$ cat src/hdl/lsu_consts.svh
`ifndef LSU_CONSTS_SVH
`define LSU_CONSTS_SVH

// Data path and address width
`define LSU_XLEN 32
`define LSU_STRB_W 4

// Single fixed transaction id on aw and ar
`define LSU_AXI_ID 4'd0

// AXI response encodings
`define LSU_RESP_OKAY 2'b00
`define LSU_RESP_SLVERR 2'b10

// Data memory depth in 32-bit words
`define LSU_MEM_WORDS 256

`endif

$ cat src/hdl/lsu_pkg.sv
`default_nettype none

package lsu_pkg;

    // Memory operation decoded by the execute stage
    typedef enum logic [3:0] {
        op_none = 4'd0,
        op_lb   = 4'd1,
        op_lh   = 4'd2,
        op_lw   = 4'd3,
        op_lbu  = 4'd4,
        op_lhu  = 4'd5,
        op_sb   = 4'd6,
        op_sh   = 4'd7,
        op_sw   = 4'd8
    } mem_op_e;

    // Load/store master sequencing
    typedef enum logic [2:0] {
        st_idle,
        st_addr,
        st_data,
        st_resp,
        st_done
    } lsu_state_e;

    // Memory slave sequencing
    typedef enum logic [1:0] {
        ss_idle,
        ss_wdata,
        ss_bresp,
        ss_rdata
    } sram_state_e;

endpackage

`default_nettype wire

$ cat src/hdl/load_extract.sv
`timescale 1ns/10ps
`default_nettype none
`include "lsu_consts.svh"

module load_extract (
    input  wire lsu_pkg::mem_op_e      op,
    input  wire [1:0]                  addr_lo,
    input  wire [`LSU_XLEN-1:0]        rdata,
    output logic [`LSU_XLEN-1:0]       load_value
);

    logic [`LSU_XLEN-1:0] shifted;

    // Bring the addressed lane down to bit 0
    assign shifted = rdata >> {addr_lo, 3'b000};

    always_comb begin
        case (op)
            lsu_pkg::op_lb: begin
                load_value = {{24{shifted[7]}}, shifted[7:0]};
            end
            lsu_pkg::op_lbu: begin
                load_value = {24'd0, shifted[7:0]};
            end
            lsu_pkg::op_lh: begin
                load_value = {{16{shifted[15]}}, shifted[15:0]};
            end
            lsu_pkg::op_lhu: begin
                load_value = {16'd0, shifted[15:0]};
            end
            default: begin
                // Word loads are aligned, so nothing was shifted
                load_value = shifted;
            end
        endcase
    end

endmodule

`default_nettype wire

$ cat config.mk
export PLATFORM = sky130hd
export DESIGN_NAME = load_extract
export DESIGN_NICKNAME = d
export VERILOG_FILES = /design/src/hdl/lsu_pkg.sv /design/src/hdl/load_extract.sv
export VERILOG_INCLUDE_DIRS = /design/src /design/src/hdl
export SDC_FILE = /design/constraint.sdc
export NUM_CORES = 1
export LEC_CHECK = 0
export BUFFER_PORTS_ARGS = -buffer_cell sky130_fd_sc_hd__buf_2
export CAP_MARGIN = 20
export CORE_ASPECT_RATIO = 0.9
export CORE_MARGIN = 10
export CORE_UTILIZATION = 43
export DETAILED_ROUTE_END_ITERATION = 10
export GPL_ROUTABILITY_DRIVEN = 0
export GPL_TIMING_DRIVEN = 1
export MAX_ROUTING_LAYER = met4
export PLACE_DENSITY = 0.91
export SLEW_MARGIN = 20
export SYNTH_ARGS = -nofsm -noshare
export SYNTH_HDL_FRONTEND = slang
export SYNTH_SLANG_ARGS = --single-unit
export TNS_END_PERCENT = 30
$ cat constraint.sdc
create_clock -name vclk -period 2.35
set_clock_uncertainty 0.05 [all_clocks]
set_input_delay 0.3525 -clock vclk [all_inputs]
set_output_delay 0.3525 -clock vclk [all_outputs]
set_load 0.1 [all_outputs]
==> run_results.csv, run 1 <==
group,metric,value,unit
synthesis,ys_types,23,
synthesis,yosys.area.top_type,"mux2i_1",
floorplan,io_pins,70,
synthesis,synth_top_area_share,20.1,%
placed_design,portBuffers,70,
floorplan,fp.dieH,60.8,microns
synthesis,syn_nets,143,
status,error_line,"[ERROR DPL-0038] Utilization greater than 100%, impossible to legalize",
floorplan,initial_core_util,46.4,%
status,haltStage,"detailed placement (3_5_place_dp)",
synthesis,synth.area.top_cells,"mux2i_1, o2111ai_1, o221ai_1",
floorplan,rows,14,
synthesis,ys_warn_count,0,
synthesis,yosysSeqAreaShare,0,%
status,outcome,"did not finish",
synthesis,syn_inst,105,
synthesis,syn_avg_cell_area,7.58,sq um
synthesis,synth_area,796,sq um
floorplan,die_w,65.3,microns
cells by family after synthesis:
| kind of cell | Yosys count | synth area share [%] |
|---|---|---|
| compound gates | 55 | 51.4 |
| mux | 17 | 23.0 |
| buf+inv | 17 | 11.8 |
| simple gates | 15 | 12.7 |
| xor+xnor | 1 | 1.10 |
cells in the mapped netlist (all sizes together):
cell / number
o221ai: 8
xnor2: 1
nor2b: 8
o211ai: 9
a21oi: 7
o2111ai: 8
o21ai: 8
or2: 1
inv: 1
a2bb2oi: 7
mux4: 1
or4b: 1
a211oi: 7
o21a: 1
mux2i: 16
nand3b: 1
buf: 10
nor2: 3
clkbuf: 6
nand4bb: 1
stage by stage:
| stage | worst slack (ps) | cell area, sq um |
|---|---|---|
| after floorplan | -664 | 972 |
| after global placement | 5.63 | 1780 |
==> run 2: changes to the inputs <==
--- a/config.mk
+++ b/config.mk
@@ -8,14 +8,12 @@
 export LEC_CHECK = 0
 export BUFFER_PORTS_ARGS = -buffer_cell sky130_fd_sc_hd__buf_2
 export CAP_MARGIN = 20
-export CORE_ASPECT_RATIO = 0.9
-export CORE_MARGIN = 10
-export CORE_UTILIZATION = 43
+export CORE_AREA = 10 10 71 73
 export DETAILED_ROUTE_END_ITERATION = 10
+export DIE_AREA = 0 0 81 83
 export GPL_ROUTABILITY_DRIVEN = 0
 export GPL_TIMING_DRIVEN = 1
-export MAX_ROUTING_LAYER = met4
-export PLACE_DENSITY = 0.91
+export PLACE_DENSITY_LB_ADDON = 0.15
 export SLEW_MARGIN = 20
 export SYNTH_ARGS = -nofsm -noshare
 export SYNTH_HDL_FRONTEND = slang
==> run_results.csv, run 2 <==
group,metric,value,unit
placed_design,placed_area,1840,sq um
grt,grt_max_degree,22,
cells_and_area,final_nets,210,
setup_path,cp.required,1950,ps
status,outcome,"finished clean",
timing,hold_viol_final,0,
clocking,cts_setup_buffers,0,
cells_and_area,final_cell_area,1840,sq um
pwr,vdd_ir_drop_max,259,uV
cells_and_area,n_fill_cell,359,
timing,finalMaxSlewViolations,0,
detailed_routing,ant_nets,0,
synthesis,synth_area,796,sq um
placed_design,dp.cells,218,
cells_and_area,seqCellArea,0,sq um
floorplan,dieArea,6720,sq um
synthesis,synth_most_common_cell,"mux2i_1",
grt,antenna_found_initial,0,
hold_path,hp-class,"in -> out",
timing,tightest_slew,601,ps
detailed_routing,drtIter0Drc,52,
timing,fin_ws,160,ps
floorplan,fp.dieH,83,microns
cells_and_area,stdcell_count,218,
timing,finalCriticalPeriod,2190,ps
cells_and_area,antenna_cells,0,
grt,grt-ovfl-total,0,
flow_run,cap_violations,0,
placed_design,portBuffers,70,
placed_design,hpwl,3410,microns
pwr,powerDensity,447,nW/um^2
detailed_routing,drt_wl_total,3990,microns
floorplan,initial_core_util,21.9,%
timing,fin_crit_sh,93.2,%
floorplan,rows,22,
hold_path,min_path_cells,4,
timing,finalSetupTns,0,ps
cells_and_area,nClkBuffers,0,
setup_path,crit_type,"in -> out",
detailed_routing,wl_per_cell,18.3,microns
placed_design,pre_cts_ws,42.4,ps
detailed_routing,vias_per_cell,5.31,
floorplan,die_w,81,microns
setup_path,start_kind,"primary input",
synthesis,syn_avg_cell_area,7.58,sq um
cells_and_area,seq_cell_count,0,
cells_and_area,mostFrequentLayoutCells,"buf_2, buf_12, mux2i_1",
floorplan,io_pins,70,
detailed_routing,vias,1158,
cells_and_area,synthToLayoutAreaGrowth,132,%
floorplan,coreArea,3630,sq um
cells_and_area,drive_gt1_share,61.8,%
timing,max_freq,457,MHz
synthesis,synth_top_area_share,20.1,%
grt,first_global_vias,1268,
setup_path,crit_fanout,12,
timing,setup_viol,0,
pwr,p_leak,0.767,nW
cells_and_area,multi_input_area,856,sq um
cells_and_area,final_common_cell,"buf_2",
synthesis,syn_nets,143,
synthesis,ys_warn_count,0,
grt,grt_pass1_wl,6610,microns
synthesis,syn_inst,105,
timing,grt_setup_unrepaired,"false",
timing,slew_headroom,59.8,%
synthesis,synth.area.top_cells,"mux2i_1, o2111ai_1, o221ai_1",
setup_path,cp.arrival,1790,ps
detailed_routing,first_pass_iters,4,
timing,hold_slack,1140,ps
grt,grt_usage,11.5,%
synthesis,yosysSeqAreaShare,0,%
synthesis,ys_types,23,
setup_path,endpoint_kind,"output pin",
detailed_routing,drc,0,
synthesis,yosys.area.top_type,"mux2i_1",
-- run 2: cell counts after synthesis --
No cell type changed its count.
-- run 2: final timing paths --
kind       start             end  slack [ps]
min    rdata[22]  load_value[14]        1140
max   addr_lo[0]  load_value[27]         160
-- run 2: metrics by stage --
step | utilization (%) | power [W]
final | 50.7 | 0.000823
after CTS | 50.6 | 0.000829
after global placement | 50.6 | 0.000820
after detailed placement | 50.6 | 0.000827
after floorplan | - | 0.000532
after global routing | 50.7 | 0.000855
-- run 2: logic make-up (layout without fill, tap and decap cells) --
logic type	count (synthesis)	count (layout)	share of synthesized area, %
buffers and inverters	17	82	11.8
AO/OA/AOI/OAI	55	55	51.4
AND/OR/NAND/NOR	15	15	12.7
XOR/XNOR	1	1	1.10
multiplexers	17	17	23.0
-- run 2: final cells by class --
class / instances / area share [%]
timing repair buffer: 81 / 50.1
tap: 48 / 3.26
multi-input combinational: 88 / 46.4
inverter: 1 / 0.204
-- run 2: power by group --
part	total [W]	internal, W	switching, W	leakage (nW)
clock network	0	0	0	0
registers	0	0	0	0
logic	0.000823	0.000286	0.000537	0.767
-- run 2: per-layer routing --
metal  global-route usage, %  wire length, microns  share of wire, %
met2                    19.1                  1930                48
met1                    13.8                  1630                41
met3                    5.28                   422                11
met4                   0.313                     7              0.18
met5                       0                     0                 0
-- run 2: critical path, stage by stage --
cell and delay (ps):
buf_2 130, mux4_2 550, nand4bb_4 140, buf_4 220
o211ai_1 170, buf_12 210
-- run 2: what timing repair did --
item,CTS,global route
resized for setup,0,2
hold buffers,0,0
endpoints found under the setup margin,0,8
Power figures use the tool's default switching activity.
==> run 3: changes to the inputs <==
--- a/config.mk
+++ b/config.mk
@@ -8,9 +8,9 @@
 export LEC_CHECK = 0
 export BUFFER_PORTS_ARGS = -buffer_cell sky130_fd_sc_hd__buf_2
 export CAP_MARGIN = 20
-export CORE_AREA = 10 10 71 73
+export CORE_AREA = 2 2 63 65
 export DETAILED_ROUTE_END_ITERATION = 10
-export DIE_AREA = 0 0 81 83
+export DIE_AREA = 0 0 65 67
 export GPL_ROUTABILITY_DRIVEN = 0
 export GPL_TIMING_DRIVEN = 1
 export PLACE_DENSITY_LB_ADDON = 0.15
==> run_results.csv, run 3 (same netlist as run 2, synthesis figures left out) <==
group,metric,value,unit
status,outcome,"finished clean",
cells_and_area,nClkBuffers,0,
cells_and_area,multi_input_area,856,sq um
timing,tightest_slew,602,ps
detailed_routing,drt_wl_total,3480,microns
setup_path,endpoint_kind,"output pin",
detailed_routing,wl_per_cell,16.0,microns
cells_and_area,drive_gt1_share,61.5,%
setup_path,crit_path_frequent_cell,"buf_12",
cells_and_area,antenna_cells,0,
setup_path,cp.arrival,1810,ps
detailed_routing,drtIter0Drc,34,
placed_design,dp.cells,217,
flow_run,cap_violations,0,
setup_path,start_kind,"primary input",
floorplan,fp.dieH,67,microns
timing,fin_crit_sh,94.1,%
timing,setup_viol,0,
timing,hold_viol_final,0,
grt,first_global_vias,1142,
cells_and_area,synthToLayoutAreaGrowth,129,%
setup_path,crit_fanout,24,
timing,hold_slack,1150,ps
detailed_routing,vias,1145,
timing,max_freq,452,MHz
floorplan,io_pins,70,
cells_and_area,n_fill_cell,338,
setup_path,crit_type,"in -> out",
setup_path,cp.required,1950,ps
floorplan,die_w,65,microns
grt,grt-ovfl-total,0,
hold_path,min_path_cells,4,
placed_design,pre_cts_ws,74.7,ps
detailed_routing,vias_per_cell,5.28,
setup_path,slowest_stage,"mux4_2",
setup_path,path_depth,6,
grt,antenna_found_initial,0,
cells_and_area,stdcell_count,217,
detailed_routing,ant_nets,0,
cells_and_area,seq_cell_count,0,
timing,grt_setup_unrepaired,"false",
placed_design,hpwl,2780,microns
timing,fin_ws,138,ps
cells_and_area,seqCellArea,0,sq um
timing,finalCriticalPeriod,2210,ps
floorplan,rows,22,
grt,grt_pass1_wl,5680,microns
pwr,powerDensity,449,nW/um^2
placed_design,portBuffers,70,
floorplan,coreArea,3610,sq um
grt,grt_max_degree,25,
setup_path,slowest_delay,560,ps
timing,slew_headroom,59.7,%
grt,grt_usage,16.1,%
pwr,p_leak,0.760,nW
cells_and_area,final_common_cell,"buf_2",
cells_and_area,mostFrequentLayoutCells,"buf_2, buf_12, mux2i_1",
timing,finalMaxSlewViolations,0,
floorplan,initial_core_util,22.1,%
cells_and_area,final_nets,209,
setup_path,path_cells,"buf_2 > mux4_2 > nand4bb_4 > buf_12 > o211ai_1 > buf_12",
cells_and_area,finalCoreUtilization,50.6,%
floorplan,dieArea,4360,sq um
hold_path,hp-class,"in -> out",
detailed_routing,drc,0,
detailed_routing,first_pass_iters,4,
setup_path,critPathBufInv,3,
pwr,vdd_ir_drop_max,267,uV
setup_path,crit_family,"buffers and inverters",
run 3: changes by cell type in the layout (fill, tap and decap cells not counted):
cell,before,now
buf_12,33,32
run 3: where the power goes:
group / internal [W] / switching (W) / leakage, nW
Sequential: 0 / 0 / 0
Combinational: 0.000283 / 0.000534 / 0.760
Clock: 0 / 0 / 0
run 3: layer usage:
metal	track usage, %	share of wire (%)	vias up
met5	0	0	-
met4	0	0	0
met3	3.38	7.8	0
met2	28.7	48	46
met1	21.0	44	532
li1	-	-	567
run 3: layout make-up:
type,instances,area share (%)
inverter,1,0.206
multi-input combinational,88,46.9
tap,48,3.29
timing repair buffer,80,49.6
run 3: worst paths after layout:
| check | from | endpoint | slack (ps) |
|---|---|---|---|
| hold / removal | rdata[16] | load_value[8] | 1150 |
| setup / recovery | addr_lo[0] | load_value[29] | 140 |
run 3: tightest hold or removal path: cells and delay by family:
family,cells,cell delay (ps)
AO/OA/AOI/OAI,2,230
buffers and inverters,2,260
run 3: timing repair:
action | in CTS | in global routing
buffers inserted | 0 | 0
endpoints found under the setup margin | 0 | 8
gates resized for setup | 0 | 2
hold buffers | 0 | 0
run 3: per-stage QoR:
step                      power [W]  instance area, sq um  TNS (ps)
after floorplan            0.000532                   972    -10630
final                      0.000818                  1820         0
after global placement     0.000812                  1820         0
after global routing       0.000847                  1820         0
after CTS                  0.000820                  1820         0
after detailed placement   0.000818                  1820         0
