File: config.mk
export PLATFORM = sky130hd
export DESIGN_NAME = mem_access_align
export DESIGN_NICKNAME = d
export VERILOG_FILES = /design/src/hdl/lsu_pkg.sv /design/src/hdl/mem_access_align.sv
export VERILOG_INCLUDE_DIRS = /design/src /design/src/hdl
export SDC_FILE = /design/constraint.sdc
export NUM_CORES = 1
export LEC_CHECK = 0
export ABC_AREA = 1
export BUFFER_PORTS_ARGS = -buffer_cell sky130_fd_sc_hd__buf_2
export CORE_UTILIZATION = 42
export DETAILED_ROUTE_END_ITERATION = 12
export PLACE_DENSITY = 0.85
export SLEW_MARGIN = 20
export SYNTH_ARGS = -nofsm -noshare
export SYNTH_HDL_FRONTEND = slang
export SYNTH_SLANG_ARGS = --single-unit
File: constraint.sdc
create_clock -name vclk -period 1.4
set_clock_uncertainty 0.1 [all_clocks]
set_input_delay 0.21 -clock vclk [all_inputs]
set_output_delay 0.21 -clock vclk [all_outputs]
set_load 0.05 [all_outputs]
File: src/hdl/lsu_consts.svh
`ifndef LSU_CONSTS_SVH
`define LSU_CONSTS_SVH

// Data path and address width
`define LSU_XLEN 32
`define LSU_STRB_W 4

// Single fixed transaction id on aw and ar
`define LSU_AXI_ID 4'd0

// AXI response encodings
`define LSU_RESP_OKAY 2'b00
`define LSU_RESP_SLVERR 2'b10

// Data memory depth in 32-bit words
`define LSU_MEM_WORDS 256

`endif

File: src/hdl/lsu_pkg.sv
`default_nettype none

package lsu_pkg;

    // Memory operation decoded by the execute stage
    typedef enum logic [3:0] {
        op_none = 4'd0,
        op_lb   = 4'd1,
        op_lh   = 4'd2,
        op_lw   = 4'd3,
        op_lbu  = 4'd4,
        op_lhu  = 4'd5,
        op_sb   = 4'd6,
        op_sh   = 4'd7,
        op_sw   = 4'd8
    } mem_op_e;

    // Load/store master sequencing
    typedef enum logic [2:0] {
        st_idle,
        st_addr,
        st_data,
        st_resp,
        st_done
    } lsu_state_e;

    // Memory slave sequencing
    typedef enum logic [1:0] {
        ss_idle,
        ss_wdata,
        ss_bresp,
        ss_rdata
    } sram_state_e;

endpackage

`default_nettype wire

File: src/hdl/mem_access_align.sv
`timescale 1ns/10ps
`default_nettype none
`include "lsu_consts.svh"

module mem_access_align (
    input  wire lsu_pkg::mem_op_e      op,
    input  wire [1:0]                  addr_lo,
    input  wire [`LSU_XLEN-1:0]        store_data,
    output logic [`LSU_STRB_W-1:0]     strb,
    output logic [`LSU_XLEN-1:0]       lane_data,
    output logic                       misaligned
);

    logic is_byte;
    logic is_half;
    logic is_word;

    assign is_byte = op inside {lsu_pkg::op_lb, lsu_pkg::op_lbu, lsu_pkg::op_sb};
    assign is_half = op inside {lsu_pkg::op_lh, lsu_pkg::op_lhu, lsu_pkg::op_sh};
    assign is_word = op inside {lsu_pkg::op_lw, lsu_pkg::op_sw};

    // Halfwords need an even address, words a 4-byte boundary
    assign misaligned = (is_half && addr_lo[0]) || (is_word && (addr_lo != 2'b00));

    // Move the store data up to the addressed byte lane
    assign lane_data = store_data << {addr_lo, 3'b000};

    always_comb begin
        if (is_byte) begin
            strb = 4'b0001 << addr_lo;
        end else if (is_half) begin
            strb = 4'b0011 << addr_lo;
        end else if (is_word) begin
            strb = 4'b1111;
        end else begin
            strb = 4'b0000;
        end
    end

endmodule

`default_nettype wire

After elaboration in Yosys (flattened, before gate mapping)
Cells that the tools add are included.
Word-level totals
  logic and storage cells: 21
  bits of input ports: 38
  memory bits (writable): 0
  memories kept: 0
  bits in registers: 0
  output and inout bits: 37
  bits in read-only memories: 0
  bits in latches: 0
Operators by class
  multiply operators: 0
  $lt $le $gt $ge: 0
  reduce and logical (&&, ||, !) cells: 7
  multiplexer cells: 3
  bitwise gates (word level): 0
  $add $sub $neg: 0
  shift operators: 3
  div/mod/pow operators: 0
  equal/unequal tests: 8
Operators by type and width (count)
  $shl A32 B5 Y32: 1
  $eq A4 B3 Y1 const B: 4
  $mux W4: 3
  $eq A4 B2 Y1 const B: 2
  $reduce_bool A3 Y1: 2
  $eq A4 B1 Y1 const B: 1
  $eq A4 B4 Y1 const B: 1
  $reduce_bool A2 Y1: 2
  $shl A1 B2 Y4 const A: 1
  $shl A2 B2 Y4 const A: 1
  $logic_and A1 B1 Y1: 2
  $logic_or A1 B1 Y1: 1

Logic depth before layout (Yosys ltp)
Gate-level depths: netlist of run 1.
  depth after elaboration: 5
  gate-level depth with buffers: 6
  mapped depth without buffers: 6

Worst setup path before layout of run 1
OpenSTA, ideal clock, no wires.
  kind: in2out
  start: input port addr_lo[1]
  end: output port lane_data[7]
  arrival: 1604 ps
  data required time: 1090 ps
  buffers on the path: 2
  path slack: -514 ps
  stages: 3
  cell sequence: buf_6 > buf_2 > nor3_1
Between the ends
  word-level cells in the longest chain between the ends: 1
RTL lines
  from (decl): line mem_access_align.sv:7  | input wire [1:0] addr_lo,
  $shl A32 B5 Y32: line mem_access_align.sv:26  | assign lane_data = store_data << {addr_lo, 3'b000};
  to (decl): line mem_access_align.sv:10  | output logic [`LSU_XLEN-1:0] lane_data,
Every way passes these cells.

Worst setup path in the final report of run 1
  start: input port op[0]
  end: output port strb[3]
Between the ends
  word-level cells in the longest chain between the ends: 5
  elaborated cells between the ends (all ways): 14
  those cells by class: eq/ne (8); mux (3); reduce/logical (3)
RTL lines
  from (decl): line mem_access_align.sv:6  | input wire lsu_pkg::mem_op_e op,
  $eq A4 B2 Y1 or $eq A4 B4 Y1 (tied branches): line mem_access_align.sv:20  | assign is_word = op inside {lsu_pkg::op_lw, lsu_pkg::op_sw};
  $reduce_bool A2 Y1: line mem_access_align.sv:20
  $mux W4: line mem_access_align.sv:33  | end else if (is_word) begin
  $mux W4: line mem_access_align.sv:31  | end else if (is_half) begin
  $mux W4 *: line mem_access_align.sv:29  | if (is_byte) begin
  to (decl): line mem_access_align.sv:9  | output logic [`LSU_STRB_W-1:0] strb,
Every way passes the cells marked *; elsewhere a longest branch is shown, timed or not.

==> impl_metrics.ini, run 1 <==
[worst_hold_path]
min_path_type = in2out

[power]
p_leak_nw = 0.823
clkPwrFrac_pct = 0
power_frac_comb_pct = 100.0
power.density_nw_per_um2 = 526
p_switching_uw = 553
p_sw_share_pct = 64.3
intPower_uw = 307
max-vdd-ir-drop_v = 0.000512
pwr-share-seq_pct = 0

[logic_synthesis]
yosysTopAreaCell = o21ai_2
yosysSeqAreaShare_pct = 0
synth_xor_area_share_pct = 0
synthTopCellsByArea = o21ai_2 13%, nand2_1 13%, a22oi_2 9.3%
synthMuxAreaShare_pct = 0
synth-compound-area-share_pct = 41.2
yosys_warnings = 0
synth_adder_area_share_pct = 5.30
syn_inst = 143
yosysMostFrequentCell = nand2_1
ys_top_cells_by_count = 32 x nand2_1, 21 x nor2_1, 14 x o21ai_2
synth_area_per_cell_sq_um = 6.61
synth_top_family_by_area = compound AO/OA/AOI/OAI gates
yosysUniqueCellTypes = 25
synth-simple-area-share_pct = 36.6
syn_area_sq_um = 945
yosys.area.top_type_share_pct = 13.0
synth_nets = 185

[final_layout]
stdcell_count = 245
nClkBuffers = 0
num-fill-cells = 129
seq_area_sq_um = 0
drive_gt1_share_pct = 67.0
seq_cells = 0
syn2layout_area_growth_pct = 73.1
fin_nets = 262
diodes = 0

[timing]
holdWs_ns = 0.700
finalCritPeriodShare_pct = 101
fmax_mhz = 709
worst_pin_slew_ns = 0.279
finalSetupViolCount = 1
worst_slack_ns = -0.0114
finalMaxSlewViolations = 0
finalCriticalPeriod_ns = 1.41
hold_violations = 0
maxSlewHeadroom_pct = 81.6

[detailed_routing]
detail-route-antenna-nets = 0
wl_per_cell_um = 14.8
vias = 1322
drtPass1Iterations = 4
postRouteWirelength_um = 3620
via_per_inst = 5.40
drt_iter0_drc = 22
drc_errors = 0

[global_route]
overflow = 0
grt_pass1_wl_um = 4770
grt_pass1_vias = 1065
antenna_found_initial = 0
track_usage_pct = 24.0
grt_max_degree = 32

[outcome]
violations = negative setup slack
status = complete, but fails checks

[critical_path]
endpoint = strb[3]
endpoint_kind = output port
cp_data_arrival_time_ns = 1.10
critical_path_class = in2out
cp-start-kind = input pin
startpoint = op[0]
crit_fanout = 4
cp_data_required_time_ns = 1.09

[placed_design]
gp_congestion = 0.850
hpwl_um = 2260
place_inst = 242
port_buffers = 75

[floorplanning]
row_count = 16
die_h_um = 49.4
boundaryPins = 75
initial_core_util_pct = 46.3
dieArea_sq_um = 2440
die_w_um = 49.4
core-area_sq_um = 2040

[clock_network]
cts-hold-fix-buffers = 0
post_cts_buffers = 0

[job]
cap_violations = 0
[power by group through the flow]
| stage | clock, mW | combinational (mW) | sequential [mW] |
|---|---|---|---|
| final | 0 | 0.860 | 0 |
| after global routing | 0 | 0.900 | 0 |
| after CTS | 0 | 0.788 | 0 |
| after detailed placement | 0 | 0.731 | 0 |
| after global placement | 0 | 0.722 | 0 |
| after floorplan | 0 | 0.553 | 0 |
[stage by stage]
stage | setup TNS [ns] | instance area, sq um | total power [mW] | worst slack [ns] | util, %
after floorplan | -1.02 | 996 | 0.553 | -0.0994 | -
after global placement | -0.486 | 1390 | 0.722 | -0.0575 | 68.1
after detailed placement | -0.836 | 1390 | 0.731 | -0.0776 | 68.1
after CTS | -0.00373 | 1490 | 0.788 | -0.00324 | 72.9
after global routing | -0.379 | 1640 | 0.900 | -0.109 | 80.1
final | -0.0114 | 1640 | 0.860 | -0.0114 | 80.1
[worst min path at each step]
stage / start / to / slack (ns) / cells after the start
global route: store_data[29] / lane_data[29] / 0.71 / 4
global placement: store_data[4] / lane_data[4] / 0.74 / 4
finish: store_data[29] / lane_data[29] / 0.70 / 4
CTS: store_data[27] / lane_data[27] / 0.70 / 4
floorplan: store_data[2] / lane_data[2] / 0.49 / 2
detailed placement: store_data[0] / lane_data[0] / 0.74 / 4
[final cells by class]
type	count	area (sq um)	share of cell area [%]
repair buffers	86	694	42.5
well taps	27	33.8	2.07
multi-input cells	123	863	52.8
inverters	9	43.8	2.68
[cells by family after synthesis]
logic type,count (synthesis)
AOI/OAI and AO/OA,41
buffers and inverters,20
adders and majority gates,4
and+or+nand+nor,78
[metal layers]
metal  up-vias  share of wire [%]  global-route usage [%]
met3        12                5.9                    3.12
met5         -                  0                       0
met1       620                 37                    28.6
met2        58                 53                    46.1
li1        632                  -                       -
met4         0                3.5                    2.38
[placed cells by master (no fill, tap or decap)]
cell and instances:
o211ai_2 6, nand3_1 4, clkbuf_4 1, nor3_2 1, buf_12 4, o211ai_1 1, o21ai_1 1, inv_8 1
buf_4 14, nor2_1 13, nor2_2 8, or2_1 11, inv_4 1, o21ai_0 1, nand2_1 29, a21oi_2 7
nor2_4 1, o21ai_4 1, a21oi_1 1, o21bai_1 1, inv_2 1, a22oi_2 8, ha_1 4, or2_4 1
nand3_2 2, buf_6 17, nand3_4 1, clkbuf_16 3, o21ai_2 14, inv_1 6, nand2_2 7, buf_2 47
[worst max-delay path: stages]
cell     delay [ns]
buf_2          0.11
inv_1          0.06
nor2_1         0.12
nand2_1        0.08
nand2_1        0.13
nand2_1        0.07
nand3_1        0.10
buf_4          0.21
[what timing repair did]
action                     CTS  global route
gates cloned                 0             3
gates resized for setup     34            28
pin swaps                    0             3
setup endpoints to repair   22            32
No activity file was read; power rests on OpenSTA's default activity.
==> run 2, diff against run 1 <==
- CELL_PAD_IN_SITES_DETAIL_PLACEMENT: unset -> 0
- CELL_PAD_IN_SITES_GLOBAL_PLACEMENT: unset -> 1
- CORE_UTILIZATION: 42 -> 26
- PLACE_DENSITY: 0.85 -> unset
- PLACE_DENSITY_LB_ADDON: unset -> 0.1
==> impl_metrics.ini, run 2 (same netlist as run 1, synthesis figures left out) <==
[floorplanning]
core-area_sq_um = 3420
die_w_um = 62.3
row_count = 21
die_h_um = 62.3
dieArea_sq_um = 3880
initial_core_util_pct = 27.7
boundaryPins = 75

[timing]
hold_violations = 0
fmax_mhz = 736
finalMaxSlewViolations = 0
rsz0062_at_grt = false
finalCriticalPeriod_ns = 1.36
maxSlewHeadroom_pct = 83.9
finalSetupViolCount = 0
worst_pin_slew_ns = 0.240
finalCritPeriodShare_pct = 97.0

[final_layout]
layout_commonest_cell = buf_2
multi_input_area_sq_um = 858
fin_nets = 264
layout_common_cells = 45 x buf_2, 29 x nand2_1, 24 x buf_6, 15 x o21ai_2, 15 x buf_4
drive_gt1_share_pct = 67.3
num-fill-cells = 386
final_util_pct = 47.9
seq_area_sq_um = 0
nClkBuffers = 0
fin_area_sq_um = 1640
seq_cells = 0
syn2layout_area_growth_pct = 73.4
stdcell_count = 266
diodes = 0

[global_route]
grt_pass1_wl_um = 4890
antenna_found_initial = 0
track_usage_pct = 14.3
grt_max_degree = 24
grt_pass1_vias = 1123
overflow = 0

[detailed_routing]
wl_met3_um = 176
vias = 1199
drtPass1Iterations = 4
wl_met1_um = 1160
wl_per_cell_um = 10.3
drc_errors = 0
postRouteWirelength_um = 2740
via_per_inst = 4.51
dr.max_layer_used = met3
detail-route-antenna-nets = 0
wl_met2_um = 1400
drt_iter0_drc = 38

[power]
p_switching_uw = 529
max-vdd-ir-drop_v = 0.000203
power.density_nw_per_um2 = 509
p_sw_share_pct = 63.4
pwr-share-seq_pct = 0
p_leak_nw = 0.817
power_frac_comb_pct = 100.0
clkPwrFrac_pct = 0
intPower_uw = 305

[critical_path]
cp.depth = 6
cp_data_required_time_ns = 1.09
worstPathCellList = buf_6 -> buf_8 -> or2_1 -> o21ai_2 -> o21ai_2 -> buf_4
slowest_stage = or2_1
endpoint_kind = output port
cp-start-kind = input pin
cp_common_cell = o21ai_2
critPathTopFamily = buffers and inverters
crit_path_max_incr_delay_ns = 0.24
cp_data_arrival_time_ns = 1.05
crit_fanout = 23
critical_path_buf_inv_count = 3
critical_path_class = in2out

[placed_design]
place_area_sq_um = 1450
hpwl_um = 2300
gp_congestion = 0.763
port_buffers = 75
place_inst = 267

[worst_hold_path]
min_path_cells = 4
min_path_type = in2out

[job]
cap_violations = 0

[outcome]
status = completed
## run 2: changes by cell type in the layout (fill, tap and decap cells not counted), sizes merged
cell    delta
clkbuf     -4
buf        +6
## run 2: worst paths after layout
kind      startpoint       endpoint  slack, ns
max       addr_lo[0]  lane_data[24]       0.04
min   store_data[29]  lane_data[29]       0.68
## run 2: final cells by class
class	count	share of cell area [%]
tap	46	3.51
timing repair buffer	88	41.7
inverter	9	2.37
multi-input combinational	123	52.4
## run 2: power groups by stage
stage	registers [mW]	logic [mW]	clock network, mW
2_1_floorplan	0	0.553	0
3_3_place_gp	0	0.736	0
3_5_place_dp	0	0.740	0
4_1_cts	0	0.807	0
5_1_grt	0	0.889	0
6_report	0	0.834	0
## run 2: metrics by stage
stage	hold WS [ns]	TNS, ns	worst slack (ns)	power [mW]
after floorplan	0.495	-1.02	-0.0994	0.553
after global placement	0.740	-1.78	-0.100	0.736
after detailed placement	0.745	-2.31	-0.128	0.740
after CTS	0.700	0	0.00985	0.807
after global routing	0.715	0	0.000665	0.889
final	0.685	0	0.0416	0.834
## run 2: timing repair
action                     4_1_cts  5_1_grt
pin swaps                        1        2
hold buffers                     0        0
gates resized for setup         42       27
setup endpoints to repair       27       24
buffers inserted                 0        0
## run 2: per-layer routing
| layer | up-vias | track usage (%) |
|---|---|---|
| met1 | 518 | 19.0 |
| met5 | - | 0 |
| met3 | 0 | 1.10 |
| li1 | 635 | - |
| met2 | 46 | 26.4 |
| met4 | 0 | 0 |
==> run 3, diff against run 2 <==
- GPL_TIMING_DRIVEN: unset -> 0
==> impl_metrics.ini, run 3 (same netlist as run 1, synthesis figures left out) <==
[floorplanning]
dieArea_sq_um = 3880
initial_core_util_pct = 27.7
row_count = 21
die_h_um = 62.3
boundaryPins = 75
core-area_sq_um = 3420
die_w_um = 62.3

[critical_path]
cp_common_cell = buf_8
critical_path_buf_inv_count = 4
cp_data_required_time_ns = 1.09
crit_fanout = 6
slowest_stage = ha_4
cp-start-kind = input pin
cp_data_arrival_time_ns = 1.06
worstPathCellList = buf_8 -> inv_4 -> buf_8 -> ha_4 -> nand2_2 -> nand3_4 -> buf_8
endpoint_kind = output port
critical_path_class = in2out
crit_path_max_incr_delay_ns = 0.19
critPathTopFamily = buffers and inverters

[placed_design]
port_buffers = 75
gp_congestion = 0.779
hpwl_um = 2620
place_inst = 264

[power]
power.density_nw_per_um2 = 508
total_power_uw = 859
p_leak_nw = 0.845
max-vdd-ir-drop_v = 0.000290

[final_layout]
syn2layout_area_growth_pct = 79.2
diodes = 0
nClkBuffers = 0
multi_input_area_sq_um = 870
stdcell_count = 271
seq_area_sq_um = 0
drive_gt1_share_pct = 68.4
layout_common_cells = 52 x buf_2, 28 x nand2_1, 18 x buf_4, 15 x o21ai_2, 14 x nor2_1
fin_nets = 269
num-fill-cells = 354
seq_cells = 0
layout_commonest_cell = buf_2

[detailed_routing]
drtPass1Iterations = 4
vias = 1274
wl_met1_um = 1540
via_per_inst = 4.70
postRouteWirelength_um = 3490
drc_errors = 0
wl_per_cell_um = 12.9
wl_met3_um = 145
dr.max_layer_used = met3
drt_iter0_drc = 44
detail-route-antenna-nets = 0
wl_met2_um = 1800

[timing]
finalMaxSlewViolations = 0
hold_violations = 0
worst_pin_slew_ns = 0.273
finalSetupViolCount = 0
fmax_mhz = 730
finalCriticalPeriod_ns = 1.37
maxSlewHeadroom_pct = 81.7
finalCritPeriodShare_pct = 97.9

[clock_network]
cts-hold-fix-buffers = 0

[global_route]
grt_max_degree = 12
track_usage_pct = 17.5
grt_pass1_wl_um = 5720
overflow = 0
antenna_found_initial = 0
grt_pass1_vias = 1229

[worst_hold_path]
min_path_type = in2out

[job]
cap_violations = 0

[outcome]
status = completed
==> run 3: cell types whose count changed in the layout (fill, tap and decap cells not counted), sizes merged <==
| cell | before | now |
|---|---|---|
| clkbuf | 0 | 1 |
| buf | 88 | 92 |
==> run 3: area by class of cell <==
| class | count | area share (%) |
|---|---|---|
| inverters | 9 | 2.59 |
| plain buffers | 10 | 7.46 |
| multi-input cells | 123 | 51.4 |
| well taps | 46 | 3.40 |
| repair buffers | 83 | 35.2 |
==> run 3: stage by stage <==
stage                     setup TNS, ns  hold slack [ns]  util [%]  worst slack (ns)  area (sq um)
after floorplan                   -1.02            0.495         -           -0.0994           996
after global placement            -2.14            0.740      41.8            -0.318          1430
after detailed placement          -2.25            0.745      41.8            -0.318          1430
after CTS                       -0.0599            0.713      47.3           -0.0414          1620
after global routing           -0.00379            0.719      49.6          -0.00227          1690
final                                 0            0.706      49.6            0.0296          1690
==> run 3: routing by layer <==
metal	vias to the layer above	GRT usage [%]
met5	-	0
met2	40	32.8
met4	0	0.291
met3	0	0.919
li1	647	-
met1	587	22.9
==> run 3: power by group <==
part	switching, mW	leakage (nW)	internal [mW]
logic	0.547	0.845	0.312
registers	0	0	0
clock network	0	0	0
==> run 3: path summary, 6_finish.rpt <==
path,from,endpoint,slack (ns),cells past startpoint
hold / removal,store_data[19],lane_data[19],0.71,4
setup / recovery,addr_lo[0],strb[2],0.03,7
==> run 3: what timing repair did <==
| item | 4_1_cts | 5_1_grt |
|---|---|---|
| gates resized for setup | 39 | 20 |
| setup buffers | 7 | 0 |
| cloned | 0 | 1 |
| pin swaps | 2 | 1 |
| endpoints found under the setup margin | 28 | 28 |
