<file path="src/hdl/lsu_consts.svh">
`ifndef LSU_CONSTS_SVH
`define LSU_CONSTS_SVH

// Data path and address width
`define LSU_XLEN 32
`define LSU_STRB_W 4

// Single fixed transaction id on aw and ar
`define LSU_AXI_ID 4'd0

// AXI response encodings
`define LSU_RESP_OKAY 2'b00
`define LSU_RESP_SLVERR 2'b10

// Data memory depth in 32-bit words
`define LSU_MEM_WORDS 256

`endif

</file>
<file path="src/hdl/lsu_pkg.sv">
`default_nettype none

package lsu_pkg;

    // Memory operation decoded by the execute stage
    typedef enum logic [3:0] {
        op_none = 4'd0,
        op_lb   = 4'd1,
        op_lh   = 4'd2,
        op_lw   = 4'd3,
        op_lbu  = 4'd4,
        op_lhu  = 4'd5,
        op_sb   = 4'd6,
        op_sh   = 4'd7,
        op_sw   = 4'd8
    } mem_op_e;

    // Load/store master sequencing
    typedef enum logic [2:0] {
        st_idle,
        st_addr,
        st_data,
        st_resp,
        st_done
    } lsu_state_e;

    // Memory slave sequencing
    typedef enum logic [1:0] {
        ss_idle,
        ss_wdata,
        ss_bresp,
        ss_rdata
    } sram_state_e;

endpackage

`default_nettype wire

</file>
<file path="src/hdl/lsu_axi_master.sv">
`timescale 1ns/10ps
`default_nettype none
`include "lsu_consts.svh"

module lsu_axi_master (
    input  wire                        clk,
    input  wire                        rst,
    // Request from execute
    input  wire                        in_valid,
    output logic                       in_ready,
    input  wire lsu_pkg::mem_op_e      op,
    input  wire [`LSU_XLEN-1:0]        addr,
    input  wire [`LSU_XLEN-1:0]        wdata,
    // Result to writeback
    output logic                       out_valid,
    input  wire                        out_ready,
    output logic [`LSU_XLEN-1:0]       result,
    output logic                       fault,
    // Alignment and extraction
    output lsu_pkg::mem_op_e           op_q,
    output logic [1:0]                 addr_lo,
    output logic [`LSU_XLEN-1:0]       wdata_q,
    input  wire [`LSU_STRB_W-1:0]      strb,
    input  wire [`LSU_XLEN-1:0]        lane_data,
    input  wire                        misaligned,
    input  wire [`LSU_XLEN-1:0]        load_value,
    // AXI4 write address
    output logic                       awvalid,
    input  wire                        awready,
    output logic [`LSU_XLEN-1:0]       awaddr,
    output logic [3:0]                 awid,
    output logic [7:0]                 awlen,
    output logic [2:0]                 awsize,
    output logic [1:0]                 awburst,
    // AXI4 write data
    output logic                       wvalid,
    input  wire                        wready,
    output logic [`LSU_XLEN-1:0]       wdata_axi,
    output logic [`LSU_STRB_W-1:0]     wstrb,
    output logic                       wlast,
    // AXI4 write response
    input  wire                        bvalid,
    output logic                       bready,
    input  wire [1:0]                  bresp,
    input  wire [3:0]                  bid,
    // AXI4 read address
    output logic                       arvalid,
    input  wire                        arready,
    output logic [`LSU_XLEN-1:0]       araddr,
    output logic [3:0]                 arid,
    output logic [7:0]                 arlen,
    output logic [2:0]                 arsize,
    output logic [1:0]                 arburst,
    // AXI4 read data
    input  wire                        rvalid,
    output logic                       rready,
    input  wire [`LSU_XLEN-1:0]        rdata,
    input  wire [1:0]                  rresp,
    input  wire                        rlast,
    input  wire [3:0]                  rid
);

    lsu_pkg::lsu_state_e state;

    logic [`LSU_XLEN-1:0] addr_q;
    logic [`LSU_XLEN-1:0] result_q;
    logic                 fault_q;
    logic                 is_load;
    logic                 is_store;
    logic                 shortcut;

    assign addr_lo = addr_q[1:0];

    assign is_load = op_q inside {lsu_pkg::op_lb, lsu_pkg::op_lh, lsu_pkg::op_lw,
                                  lsu_pkg::op_lbu, lsu_pkg::op_lhu};
    assign is_store = op_q inside {lsu_pkg::op_sb, lsu_pkg::op_sh, lsu_pkg::op_sw};

    // Non-memory ops and misaligned accesses answer without touching the bus
    assign shortcut = !(is_load || is_store) || misaligned;

    always_ff @(posedge clk or posedge rst) begin
        if (rst) begin
            state <= lsu_pkg::st_idle;
        end else begin
            case (state)
                lsu_pkg::st_idle: begin
                    if (in_valid) begin
                        state <= lsu_pkg::st_addr;
                    end
                end
                lsu_pkg::st_addr: begin
                    if (shortcut) begin
                        if (out_ready) begin
                            state <= lsu_pkg::st_idle;
                        end
                    end else if (is_store && awready) begin
                        state <= lsu_pkg::st_data;
                    end else if (is_load && arready) begin
                        state <= lsu_pkg::st_resp;
                    end
                end
                lsu_pkg::st_data: begin
                    if (wready) begin
                        state <= lsu_pkg::st_resp;
                    end
                end
                lsu_pkg::st_resp: begin
                    if ((bvalid && bready) || (rvalid && rready)) begin
                        state <= lsu_pkg::st_done;
                    end
                end
                lsu_pkg::st_done: begin
                    if (out_ready) begin
                        state <= lsu_pkg::st_idle;
                    end
                end
                default: begin
                    state <= lsu_pkg::st_idle;
                end
            endcase
        end
    end

    // Request and response capture
    always_ff @(posedge clk) begin
        if (in_valid && in_ready) begin
            op_q    <= op;
            addr_q  <= addr;
            wdata_q <= wdata;
        end
        if (bvalid && bready) begin
            result_q <= '0;
            fault_q  <= (bresp != `LSU_RESP_OKAY);
        end
        if (rvalid && rready) begin
            result_q <= (rresp == `LSU_RESP_OKAY) ? load_value : '0;
            fault_q  <= (rresp != `LSU_RESP_OKAY);
        end
    end

    assign in_ready  = (state == lsu_pkg::st_idle);
    assign out_valid = (state == lsu_pkg::st_done) || (state == lsu_pkg::st_addr && shortcut);

    // Shortcut results come straight from the registered request
    assign result = (state == lsu_pkg::st_done) ? result_q :
                    (op_q == lsu_pkg::op_none) ? addr_q : '0;
    assign fault  = (state == lsu_pkg::st_done) ? fault_q : misaligned;

    assign awvalid = (state == lsu_pkg::st_addr) && is_store && !shortcut;
    assign arvalid = (state == lsu_pkg::st_addr) && is_load && !shortcut;
    assign wvalid  = (state == lsu_pkg::st_data);
    assign bready  = (state == lsu_pkg::st_resp) && is_store;
    assign rready  = (state == lsu_pkg::st_resp) && is_load;

    // Single word beats at the word-aligned address
    assign awaddr    = {addr_q[`LSU_XLEN-1:2], 2'b00};
    assign araddr    = {addr_q[`LSU_XLEN-1:2], 2'b00};
    assign awid      = `LSU_AXI_ID;
    assign arid      = `LSU_AXI_ID;
    assign awlen     = 8'd0;
    assign arlen     = 8'd0;
    assign awsize    = 3'd2;
    assign arsize    = 3'd2;
    assign awburst   = 2'b01;
    assign arburst   = 2'b01;
    assign wdata_axi = lane_data;
    assign wstrb     = strb;
    assign wlast     = 1'b1;

    a_aw_w_exclusive: assert property (@(posedge clk) disable iff (rst)
        !(awvalid && wvalid));

    a_result_held: assert property (@(posedge clk) disable iff (rst)
        out_valid && !out_ready |=> out_valid && $stable(result) && $stable(fault));

    a_rdata_expected: assert property (@(posedge clk) disable iff (rst)
        rvalid |-> rready && rlast && (rid == `LSU_AXI_ID));

    a_bresp_expected: assert property (@(posedge clk) disable iff (rst)
        bvalid |-> bready && (bid == `LSU_AXI_ID));

endmodule

`default_nettype wire

</file>
<file path="config.mk">
export PLATFORM = sky130hd
export DESIGN_NAME = lsu_axi_master
export DESIGN_NICKNAME = d
export VERILOG_FILES = /design/src/hdl/lsu_pkg.sv /design/src/hdl/lsu_axi_master.sv
export VERILOG_INCLUDE_DIRS = /design/src /design/src/hdl
export SDC_FILE = /design/constraint.sdc
export NUM_CORES = 1
export LEC_CHECK = 0
export ABC_AREA = 1
export BUFFER_PORTS_ARGS = -buffer_cell sky130_fd_sc_hd__buf_2
export CAP_MARGIN = 10
export CORE_AREA = 2 2 159 161
export CTS_CLUSTER_DIAMETER = 50
export DETAILED_ROUTE_END_ITERATION = 8
export DIE_AREA = 0 0 161 163
export GPL_TIMING_DRIVEN = 0
export PLACE_DENSITY = 0.55
export SLEW_MARGIN = 20
export SYNTH_ARGS = -nofsm -noshare
export SYNTH_HDL_FRONTEND = slang
export SYNTH_SLANG_ARGS = --single-unit
export TNS_END_PERCENT = 50
</file>
<file path="constraint.sdc">
create_clock -name clk -period 4.7 [get_ports clk]
set_input_delay 0.235 -clock clk [delete_from_list [all_inputs] [get_ports clk]]
set_output_delay 0.235 -clock clk [all_outputs]
set_load 0.01 [all_outputs]
</file>
## Word level (Yosys, flattened, before mapping)

Cells that the tools add are included.

- Output and inout port bits: 213
- Input bits: 191
- Memory bits (read-only): 0
- Word-level logic and storage cells: 65
- Memories: 0
- Bits in latches: 0
- Bits in writable memories: 0
- Flip-flop bits (word level): 104

- Shift operators: 0
- Magnitude comparators: 0
- $add $sub $neg: 0
- Divide/modulo/power cells: 0
- Multiplexer cells: 16
- Bitwise logic cells: 0
- Reduce and logical (&&, ||, !) cells: 27
- Equality and inequality tests: 16
- $mul: 0

Operators with widths:

| cell | count |
|---|---|
| $mux W32 | 5 |
| $mux W3 | 7 |
| $eq A4 B3 Y1 const B | 4 |
| $pmux W3 S5 | 1 |
| $logic_and A1 B1 Y1 | 12 |
| $eq A4 B2 Y1 const B | 2 |
| $eq A3 B2 Y1 const B | 2 |
| $reduce_bool A2 Y1 | 3 |
| $reduce_bool A5 Y1 | 1 |
| $eq A4 B1 Y1 const B | 1 |
| $eq A4 B4 Y1 const B | 1 |
| $logic_not A4 Y1 | 1 |
| $logic_or A1 B1 Y1 | 4 |
| $ne A2 B2 Y1 const B | 2 |
| $ne A4 B4 Y1 const B | 1 |
| $reduce_and A4 Y1 | 1 |
| $eq A3 B1 Y1 const B | 1 |
| $eq A3 B3 Y1 const B | 1 |
| $logic_not A3 Y1 | 1 |
| $mux W1 | 3 |
| $reduce_bool A3 Y1 | 1 |
| $logic_not A1 Y1 | 2 |
| $logic_not A2 Y1 | 1 |
| $ne A2 B1 Y1 const B | 1 |

## Depth between registers and ports, before layout

Gate-level depths: netlist of the first run.

- Word-level depth: 7
- Mapped depth: 11
- Gate-level depth less buffers: 11

## Least setup slack after synthesis of the first run

Ideal clock, no wire load.

- Path type: register -> register
- From: register state[1]
- To: register addr_q[0], enable pin
- Library setup time: 0.494 ns
- Period minus slack after synthesis: 3.951 ns
- Required time: 4.206 ns
- Arrival: 3.457 ns
- Setup slack: 0.749 ns
- Stages on the path, launching flop included: 4
- Buffers on the path: 0
- Cells stage by stage: dfrtp_1 nor2_1 nand2_1 nor2_1

- Word-level cells in the longest chain between the ends: 2

RTL lines:

| item | RTL line | text |
|---|---|---|
| start, declared | lsu_axi_master.sv:63 | `lsu_pkg::lsu_state_e state;` |
| start signal, assigned | lsu_axi_master.sv:83 | `state <= lsu_pkg::st_idle;` |
| start signal, assigned | lsu_axi_master.sv:88 | `state <= lsu_pkg::st_addr;` |
| start signal, assigned | lsu_axi_master.sv:94 | `state <= lsu_pkg::st_idle;` |
| $logic_not A3 Y1 | lsu_axi_master.sv:141 | `assign in_ready = (state == lsu_pkg::st_idle);` |
| $logic_and A1 B1 Y1 | lsu_axi_master.sv:126 | `if (in_valid && in_ready) begin` |
| end signal, assigned | lsu_axi_master.sv:128 | `addr_q <= addr;` |
| end, declared | lsu_axi_master.sv:65 | `` logic [`LSU_XLEN-1:0] addr_q; `` |

No other way between the ends.
A chain may end at the register's enable or synchronous reset.

## Final worst setup path of the first run

- From: register op_q[1]
- To: output port result[12]

- Word-level cells in the longest chain between the ends: 3

RTL lines:

| item | RTL line | text |
|---|---|---|
| start, declared | lsu_axi_master.sv:20 | `output lsu_pkg::mem_op_e op_q,` |
| start signal, assigned | lsu_axi_master.sv:127 | `op_q <= op;` |
| $logic_not A4 Y1 | lsu_axi_master.sv:146 | `(op_q == lsu_pkg::op_none) ? addr_q : '0;` |
| $mux W32 | lsu_axi_master.sv:146 |  |
| $mux W32 | lsu_axi_master.sv:145 | `assign result = (state == lsu_pkg::st_done) ? result_q :` |
| end, declared | lsu_axi_master.sv:17 | `` output logic [`LSU_XLEN-1:0] result, `` |

No other way between the ends.

==> flow_summary.toml, run 1 <==
[outcome]
status = "complete, no violations"

[global_route]
grt_overflow_total = 0
antenna_found_initial = 5
grt_max_degree = 30
track_usage_pct = 11.23
grt_pass1_wl_um = 21640
grt_pass1_vias = 3842

[logic_synthesis]
synth.distinct_cells = 25
yosysSeqAreaShare_pct = 61.65
yosys_warnings = 0
netlist_area_um2 = 5041
syn_area_per_cell_um2 = 10.89
netlist_instances = 463
ys_ff_latch = 104

[routing]
drt_pass1_iterations = 4
drcViolationCount = 0
wl_um = 15510
drtIter0Drc = 131
ant_nets = 0
vias = 4116
wl_per_cell_um = 13.61
viasPerCell = 3.611

[sta]
worst_hold_slack_ns = 0.05298
timing.final.ws_setup_ns = 2.210
setup_viol = 0
maxSlewViolCount = 0
slew_headroom_pct = 52.77
worst_pin_slew_ns = 0.7068
fin_worst_skew_ns = 0.01117
rsz0062_at_grt = "false"
max_freq_mhz = 401.7
period_needed_ns = 2.490
period_share_pct = 52.97
hold_viol = 0

[clock_tree]
clockBufferDepth = 2
cts_tree = "done"
cts_resized = 0
clk_latency_ns = 0.35
htreeDepth = 3
cts.root.buffer_cell = "clkbuf_16"
clk_pin_slew_ns = 0.08
cts_buffers = 9
cts.sinks = 104

[finish]
layout_commonest_cell = "buf_2"
drive_gt1_share_pct = 54.77
nets = 993
fin_util_pct = 30.03
final_cell_mix = "buf_2 (290), buf_4 (105), edfxtp_1 (101)"
area_growth_pct = 46.96

[placement]
hpwl_um = 12280
io_buffer_count = 287
place.gp.congestion = 0.8100
post-place-ws_ns = 2.467

[die]
die_w_um = 161
row_count = 58
initial_utilization_pct = 20.43
die_height_um = 163
die_area_um2 = 26240
core-area_um2 = 24670
io_pins = 404

[critical_path]
worstSetupPathType = "flop to output port"
cp_max_fo = 10
worstPathRequired_ns = 4.47
worst_setup_path_start_kind = "flop"
crit_arrival_ns = 2.25
cp-end-kind = "output port"

[power_and_ir_drop]
p_per_area_nw_per_um2 = 394.7
ir_drop_mv = 0.2304
p_total_uw = 2924
leakage_uw = 0.003705

[hold_path]
hold_class = "input port to flop"

[job]
max_cap_violations = 0
[sequential cells by signal, summed over array words and instances, names as in the netlist]
register,cells
result_q,32
op_q,4
wdata_q,32
addr_q,32
state,3
fault_q,1
[per-layer routing]
layer	track usage, %	wire length, um	vias to the layer above
met5	0	25	-
met4	2.760	187	4
met3	4.660	1594	15
met2	21.21	8010	248
met1	11.46	5691	1817
li1	-	-	2032
[final timing paths]
path                           start     endpoint  slack [ns]  depth (start not counted)
max reg2reg                 state[1]  wdata_q[14]        2.78                          4
max                          op_q[1]   result[12]        2.21                          7
min                        wdata[18]  wdata_q[18]        0.05                          1
min reg2reg                 state[1]     state[1]        0.58                          2
min in group asynchronous        rst     state[0]        0.31                          3
max in group asynchronous        rst     state[2]        4.25                          3
[timing repair]
action / in CTS / in global routing
hold buffers: 1 / 0
hold endpoints to repair: 3 / 0
setup buffers: 0 / 0
setup endpoints to repair: 0 / 0
[final cells by class]
cell class	instances	area, um^2
clock buffer	10	229.0
fill	2618	17270
sequential	104	3108
multi-input combinational	229	1035
tap	330	412.9
inverter	50	187.7
clock inverter	6	62.56
antenna	3	7.507
buffer	117	859.6
timing repair buffer	291	1506
[critical path, stage by stage (launching register included)]
cell and delay [ns]:
edfxtp_1 0.44, inv_1 0.11, nand2_1 0.08, nor3_2 0.33
clkbuf_1 0.54, nand3_1 0.13, nand2_1 0.12, buf_2 0.14
[synth_stat cells]
master | instances | area share (%)
buf_4 | 105 | 16
edfxtp_1 | 101 | 60
nand2_1 | 91 | 6.8
inv_1 | 48 | 3.6
nand3_1 | 38 | 3.8
nor2_1 | 27 | 2.0
nor2_2 | 15 | 1.9
clkbuf_1 | 6 | 0.45
o21ai_0 | 5 | 0.50
a21oi_1 | 3 | 0.30
buf_2 | 3 | 0.30
buf_6 | 3 | 0.67
dfrtp_1 | 3 | 1.5
nand3_2 | 3 | 0.60
conb_1 | 2 | 0.15
a21oi_4 | 1 | 0.32
clkinv_1 | 1 | 0.074
inv_2 | 1 | 0.074
nand3_4 | 1 | 0.35
nand3b_1 | 1 | 0.15
nand4_1 | 1 | 0.12
nor2_4 | 1 | 0.22
nor3_2 | 1 | 0.20
o22ai_1 | 1 | 0.12
or2_2 | 1 | 0.12
[cell families after synthesis]
logic type,count (synthesis),share of synthesized area (%)
other cells,2,0.1490
compound gates,10,1.241
flops,104,61.65
buf+inv,167,20.77
simple gates,180,16.18
[metrics by stage]
stage	TNS, ns	instances	area (um^2)
2_1_floorplan	0	500	5180
3_3_place_gp	-75.69	1117	7029
3_5_place_dp	0	1120	7099
4_1_cts	0	1137	7401
5_1_grt	0	1137	7401
6_report	0	1140	7408
[power by group]
group	switching (uW)	total [uW]	internal [uW]
Clock	391	766	375
Combinational	504	874	370
Sequential	81.5	1280	1200
Note: power is estimated with default switching activity, not from simulation.
==> inputs of run 2 (changes only) <==
- CORE_AREA: 2 2 159 161 -> 2 2 158 160
- DIE_AREA: 0 0 161 163 -> 0 0 160 162
- PLACE_DENSITY: 0.55 -> 0.57
- clock period: 4.7 -> 2.2 ns (I/O delays scaled with it)
==> run 2 against run 1 <==
Compared with the run above: worst hold slack lost 0.0081 ns; via count rose by 5.8%; utilization grew 4.0 points; highest routed layer unchanged.
==> flow_summary.toml, run 2 (synthesis gave the netlist of run 1 again) <==
[clock_tree]
cts_tree = "done"
clk_latency_ns = 0.35
clockBufferDepth = 2
cts_buffers = 9
clk_pin_slew_ns = 0.08
cts.root.buffer_cell = "clkbuf_16"
htreeDepth = 3
cts.sinks = 104

[die]
initial_utilization_pct = 20.91
core-area_um2 = 24110
die_area_um2 = 25920
die_w_um = 160
row_count = 57
die_height_um = 162
io_pins = 404

[sta]
period_share_pct = 92.12
worst_hold_slack_ns = 0.04487
worst_pin_slew_ns = 0.6043
fin_worst_skew_ns = 0.01171
rsz0062_at_grt = "true"
setup_viol = 0
hold_viol = 0
max_freq_mhz = 493.4
slew_headroom_pct = 59.62
maxSlewViolCount = 0
period_needed_ns = 2.027

[hold_path]
min_from = "out_ready"
hold_class = "input port to flop"
hold_depth = 3

[outcome]
status = "complete, no violations"

[critical_path]
r2r_start = "state[1]"
worstSetupPathType = "flop to flop"
reg2reg_slack_ns = 0.17
crit_arrival_ns = 2.08
rr_worst_depth = 5
crit_end = "wdata_q[25]"
worstPathRequired_ns = 2.25
cp-end-kind = "flop"
cp_max_fo = 28
worst_setup_path_start_kind = "flop"
crit_start = "state[1]"
r2r_end = "wdata_q[25]"

[finish]
drive_gt1_share_pct = 51.48
layout_commonest_cell = "buf_2"
area_growth_pct = 62.77
nets = 1064
reg_top3 = "addr_q: 32 flops, result_q: 32 flops, wdata_q: 32 flops"
final_cell_mix = "buf_2 (290), buf_4 (107), edfxtp_1 (101)"

[routing]
vias = 4353
drcViolationCount = 0
drtIter0Drc = 131
wl_per_cell_um = 13.63
viasPerCell = 3.618
wl_um = 16400
ant_nets = 0
drt_pass1_iterations = 4

[power_and_ir_drop]
leakage_uw = 0.004065
p_total_uw = 6644
ir_drop_mv = 0.3342
p_per_area_nw_per_um2 = 809.7

[global_route]
grt_max_degree = 29
track_usage_pct = 12.20
antenna_found_initial = 3
grt_pass1_wl_um = 23690
grt_overflow_total = 0
grt_pass1_vias = 4210

[placement]
io_buffer_count = 287
place.gp.congestion = 0.7629
hpwl_um = 12830

[job]
max_cap_violations = 0
-- run 2: worst min path at each step --
stage                          end
after floorplan           state[0]
after CTS                 state[2]
after detailed placement  state[1]
after global routing      state[2]
final                     state[2]
after global placement    state[2]
-- run 2: final cells by class --
type / count / area (um^2)
buffer: 117 / 869.6
timing repair buffer: 362 / 2245
sequential: 104 / 3108
fill: 2516 / 15900
antenna: 1 / 2.502
clock buffer: 9 / 225.2
tap: 324 / 405.4
clock inverter: 7 / 112.6
inverter: 50 / 188.9
multi-input combinational: 229 / 1049
-- run 2: through the flow --
| step | utilization (%) | std cells | setup TNS [ns] | instance area, um^2 | worst slack [ns] |
|---|---|---|---|---|---|
| after floorplan | - | 500 | 0 | 5187 | 0.1076 |
| after global placement | 29.16 | 1111 | -62.99 | 7029 | -0.6383 |
| after detailed placement | 29.60 | 1115 | 0 | 7134 | 0.03896 |
| after CTS | 33.93 | 1200 | 0 | 8178 | 0.01124 |
| after global routing | 34.04 | 1203 | -0.03508 | 8205 | -0.01888 |
| final | 34.04 | 1203 | 0 | 8205 | 0.1734 |
-- run 2: what timing repair did --
action	in CTS	in global routing
resized for setup	7	7
hold buffers	69	0
setup buffers	0	2
setup endpoints to repair	31	51
endpoints found under the hold margin	71	0
pin swaps	0	1
-- run 2: metal layers --
metal | GRT usage (%) | wire, um | vias up
li1 | - | - | 2177
met1 | 13.37 | 6342 | 1940
met2 | 22.51 | 8415 | 217
met3 | 4.290 | 1434 | 17
met4 | 3.030 | 190 | 2
met5 | 0 | 16 | -
-- run 2: where the power goes --
part           switching [uW]  leakage, uW  internal [uW]  total, uW
Clock                     814     0.000167           1030       1840
Combinational            1130      0.00299            924       2060
Sequential                176     0.000905           2570       2750
Total                    2120      0.00406           4520       6640
-- run 2: worst max-delay path, cell delays in order, from the launching register on --
cell     delay, ns
dfrtp_1       0.43
nor2_1        0.18
nand2_1       0.15
nor2_4        0.50
buf_16        0.24
buf_12        0.21
==> inputs of run 3 (changes only) <==
- SETUP_SLACK_MARGIN: unset -> 0.2
==> run 3 against run 2 <==
Compared with the run above: worst hold slack got worse by 0.015 ns; non-clock buffer count is 4 higher; die area unchanged; clock skew up 0.0013 ns; maximum frequency up 5.7%; utilization grew 0.18 points; register-to-register slack better by 0.20 ns; critical path type is now flop to output port; largest power group unchanged.
==> flow_summary.toml, run 3 (synthesis gave the netlist of run 1 again) <==
[routing]
drcViolationCount = 0
drt_pass1_iterations = 4
wl_um = 16830
ant_nets = 0
vias = 4438
drtIter0Drc = 142
wl_per_cell_um = 13.94
viasPerCell = 3.677

[die]
row_count = 57
core-area_um2 = 24110
die_height_um = 162
initial_utilization_pct = 20.91
io_pins = 404
die_w_um = 160
die_area_um2 = 25920

[critical_path]
cp_common_cell = "nand2_1"
cp_slowest_cell = "edfxtp_1"
critPathBufInv = 3
crit_arrival_ns = 1.81
path_cells = "inv_1 -> nand2_1 -> nand2_1 -> nand2_1 -> o21ai_1 -> inv_1 -> o21ai_0 -> buf_2"
cp_max_fo = 4
crit_family = "flip-flops"
cp-end-kind = "output port"
worstSetupPathType = "flop to output port"
worst_setup_path_start_kind = "flop"
slowest_delay_ns = 0.43
worstPathRequired_ns = 2.09

[clock_tree]
cts_tree = "done"
clockBufferDepth = 2
clk_pin_slew_ns = 0.09
htreeDepth = 3
cts_buffers = 9
clk_latency_ns = 0.36
cts.sinks = 104
cts.root.buffer_cell = "clkbuf_16"

[finish]
nets = 1069
layout_commonest_cell = "buf_2"
drive_gt1_share_pct = 52.32
fillers = 2501
reg_top3 = "addr_q: 32 flops, result_q: 32 flops, wdata_q: 32 flops"
fin_util_pct = 34.22
multi_input_area_um2 = 1091
regArea_um2 = 3108
final_cell_mix = "buf_2 (288), buf_4 (113), edfxtp_1 (101)"
diodes = 0
area_growth_pct = 63.61
final_cells = 1207

[power_and_ir_drop]
pwr-share-seq_pct = 41.9
p_per_area_nw_per_um2 = 796.9
swShare_pct = 33.98
p_int_uw = 4339
p_clk_share_pct = 26.3
ir_drop_mv = 0.4326
leakage_uw = 0.004087
power.switching_uw = 2234
combPwrFrac_pct = 31.7

[sta]
maxSlewViolCount = 0
period_needed_ns = 1.917
timing.final.ws_setup_ns = 0.2831
period_share_pct = 87.13
max_freq_mhz = 521.7
setup_viol = 0
fin_worst_skew_ns = 0.01296
rsz0062_at_grt = "true"
final.setup.tns_ns = 0
hold_viol = 0

[global_route]
grt_max_degree = 34
grt_overflow_total = 0
grt_pass1_wl_um = 24450
antenna_found_initial = 3
grt_pass1_vias = 4381
track_usage_pct = 12.41

[placement]
place.gp.congestion = 0.7718
hpwl_um = 12510
dp.cells = 1113
post-place-ws_ns = -0.09529
io_buffer_count = 287

[job]
max_cap_violations = 0

[hold_path]
hold_class = "input port to flop"

[outcome]
status = "complete, no violations"
-- run 3: cell type report --
class | count | area share [%]
Tap cell | 324 | 4.915
Buffer | 117 | 10.82
Sequential cell | 104 | 37.68
Clock buffer | 9 | 2.731
Timing Repair Buffer | 366 | 27.15
Inverter | 50 | 2.336
Multi-Input combinational cell | 230 | 13.23
Clock inverter | 7 | 1.138
-- run 3: layer usage --
| layer | GRT usage, % | up-vias | wire [um] |
|---|---|---|---|
| met5 | 0 | - | 32 |
| met4 | 2.867 | 6 | 151 |
| met3 | 4.392 | 15 | 1445 |
| met2 | 23.04 | 227 | 8772 |
| met1 | 13.57 | 2008 | 6428 |
| li1 | - | 2182 | - |
-- run 3: worst paths after layout --
| kind | from | end | slack (ns) | depth (start not counted) |
|---|---|---|---|---|
| setup / recovery | op_q[0] | out_valid | 0.28 | 8 |
| hold / removal | out_ready | state[2] | 0.03 | 3 |
| setup reg to reg | op_q[2] | result_q[22] | 0.37 | 5 |
| hold reg to reg | state[1] | state[1] | 0.65 | 2 |
| max in group asynchronous | rst | state[1] | 1.90 | 3 |
| min in group asynchronous | rst | state[0] | 0.18 | 3 |
-- run 3: power groups by stage --
stage | Clock [uW] | Sequential, uW | Combinational (uW)
after floorplan | 0 | 2880 | 922
after global placement | 0 | 2800 | 1850
after detailed placement | 0 | 2790 | 1920
after CTS | 1800 | 2760 | 2060
after global routing | 1850 | 2800 | 2280
final | 1730 | 2760 | 2090
-- run 3: timing repair --
action                                  CTS  global route
pin swaps                                 1             3
gates resized for setup                  20             7
gates cloned                              0             1
hold buffers                             69             0
setup buffers                             3             5
endpoints found under the setup margin   94           116
endpoints found under the hold margin    71             0
-- run 3: per-stage QoR --
stage | total power (uW) | cell area (um^2) | hold WS (ns)
6_report | 6573 | 8248 | 0.02949
3_5_place_dp | 4710 | 7072 | -0.01288
3_3_place_gp | 4647 | 7032 | -0.01968
2_1_floorplan | 3803 | 5190 | -0.1364
4_1_cts | 6615 | 8169 | 0.01568
5_1_grt | 6926 | 8248 | 0.03308
-- run 3: tightest hold or removal path, cell delays in order --
cell and delay [ns]:
buf_2 0.09, or2_2 0.10, a21oi_1 0.06
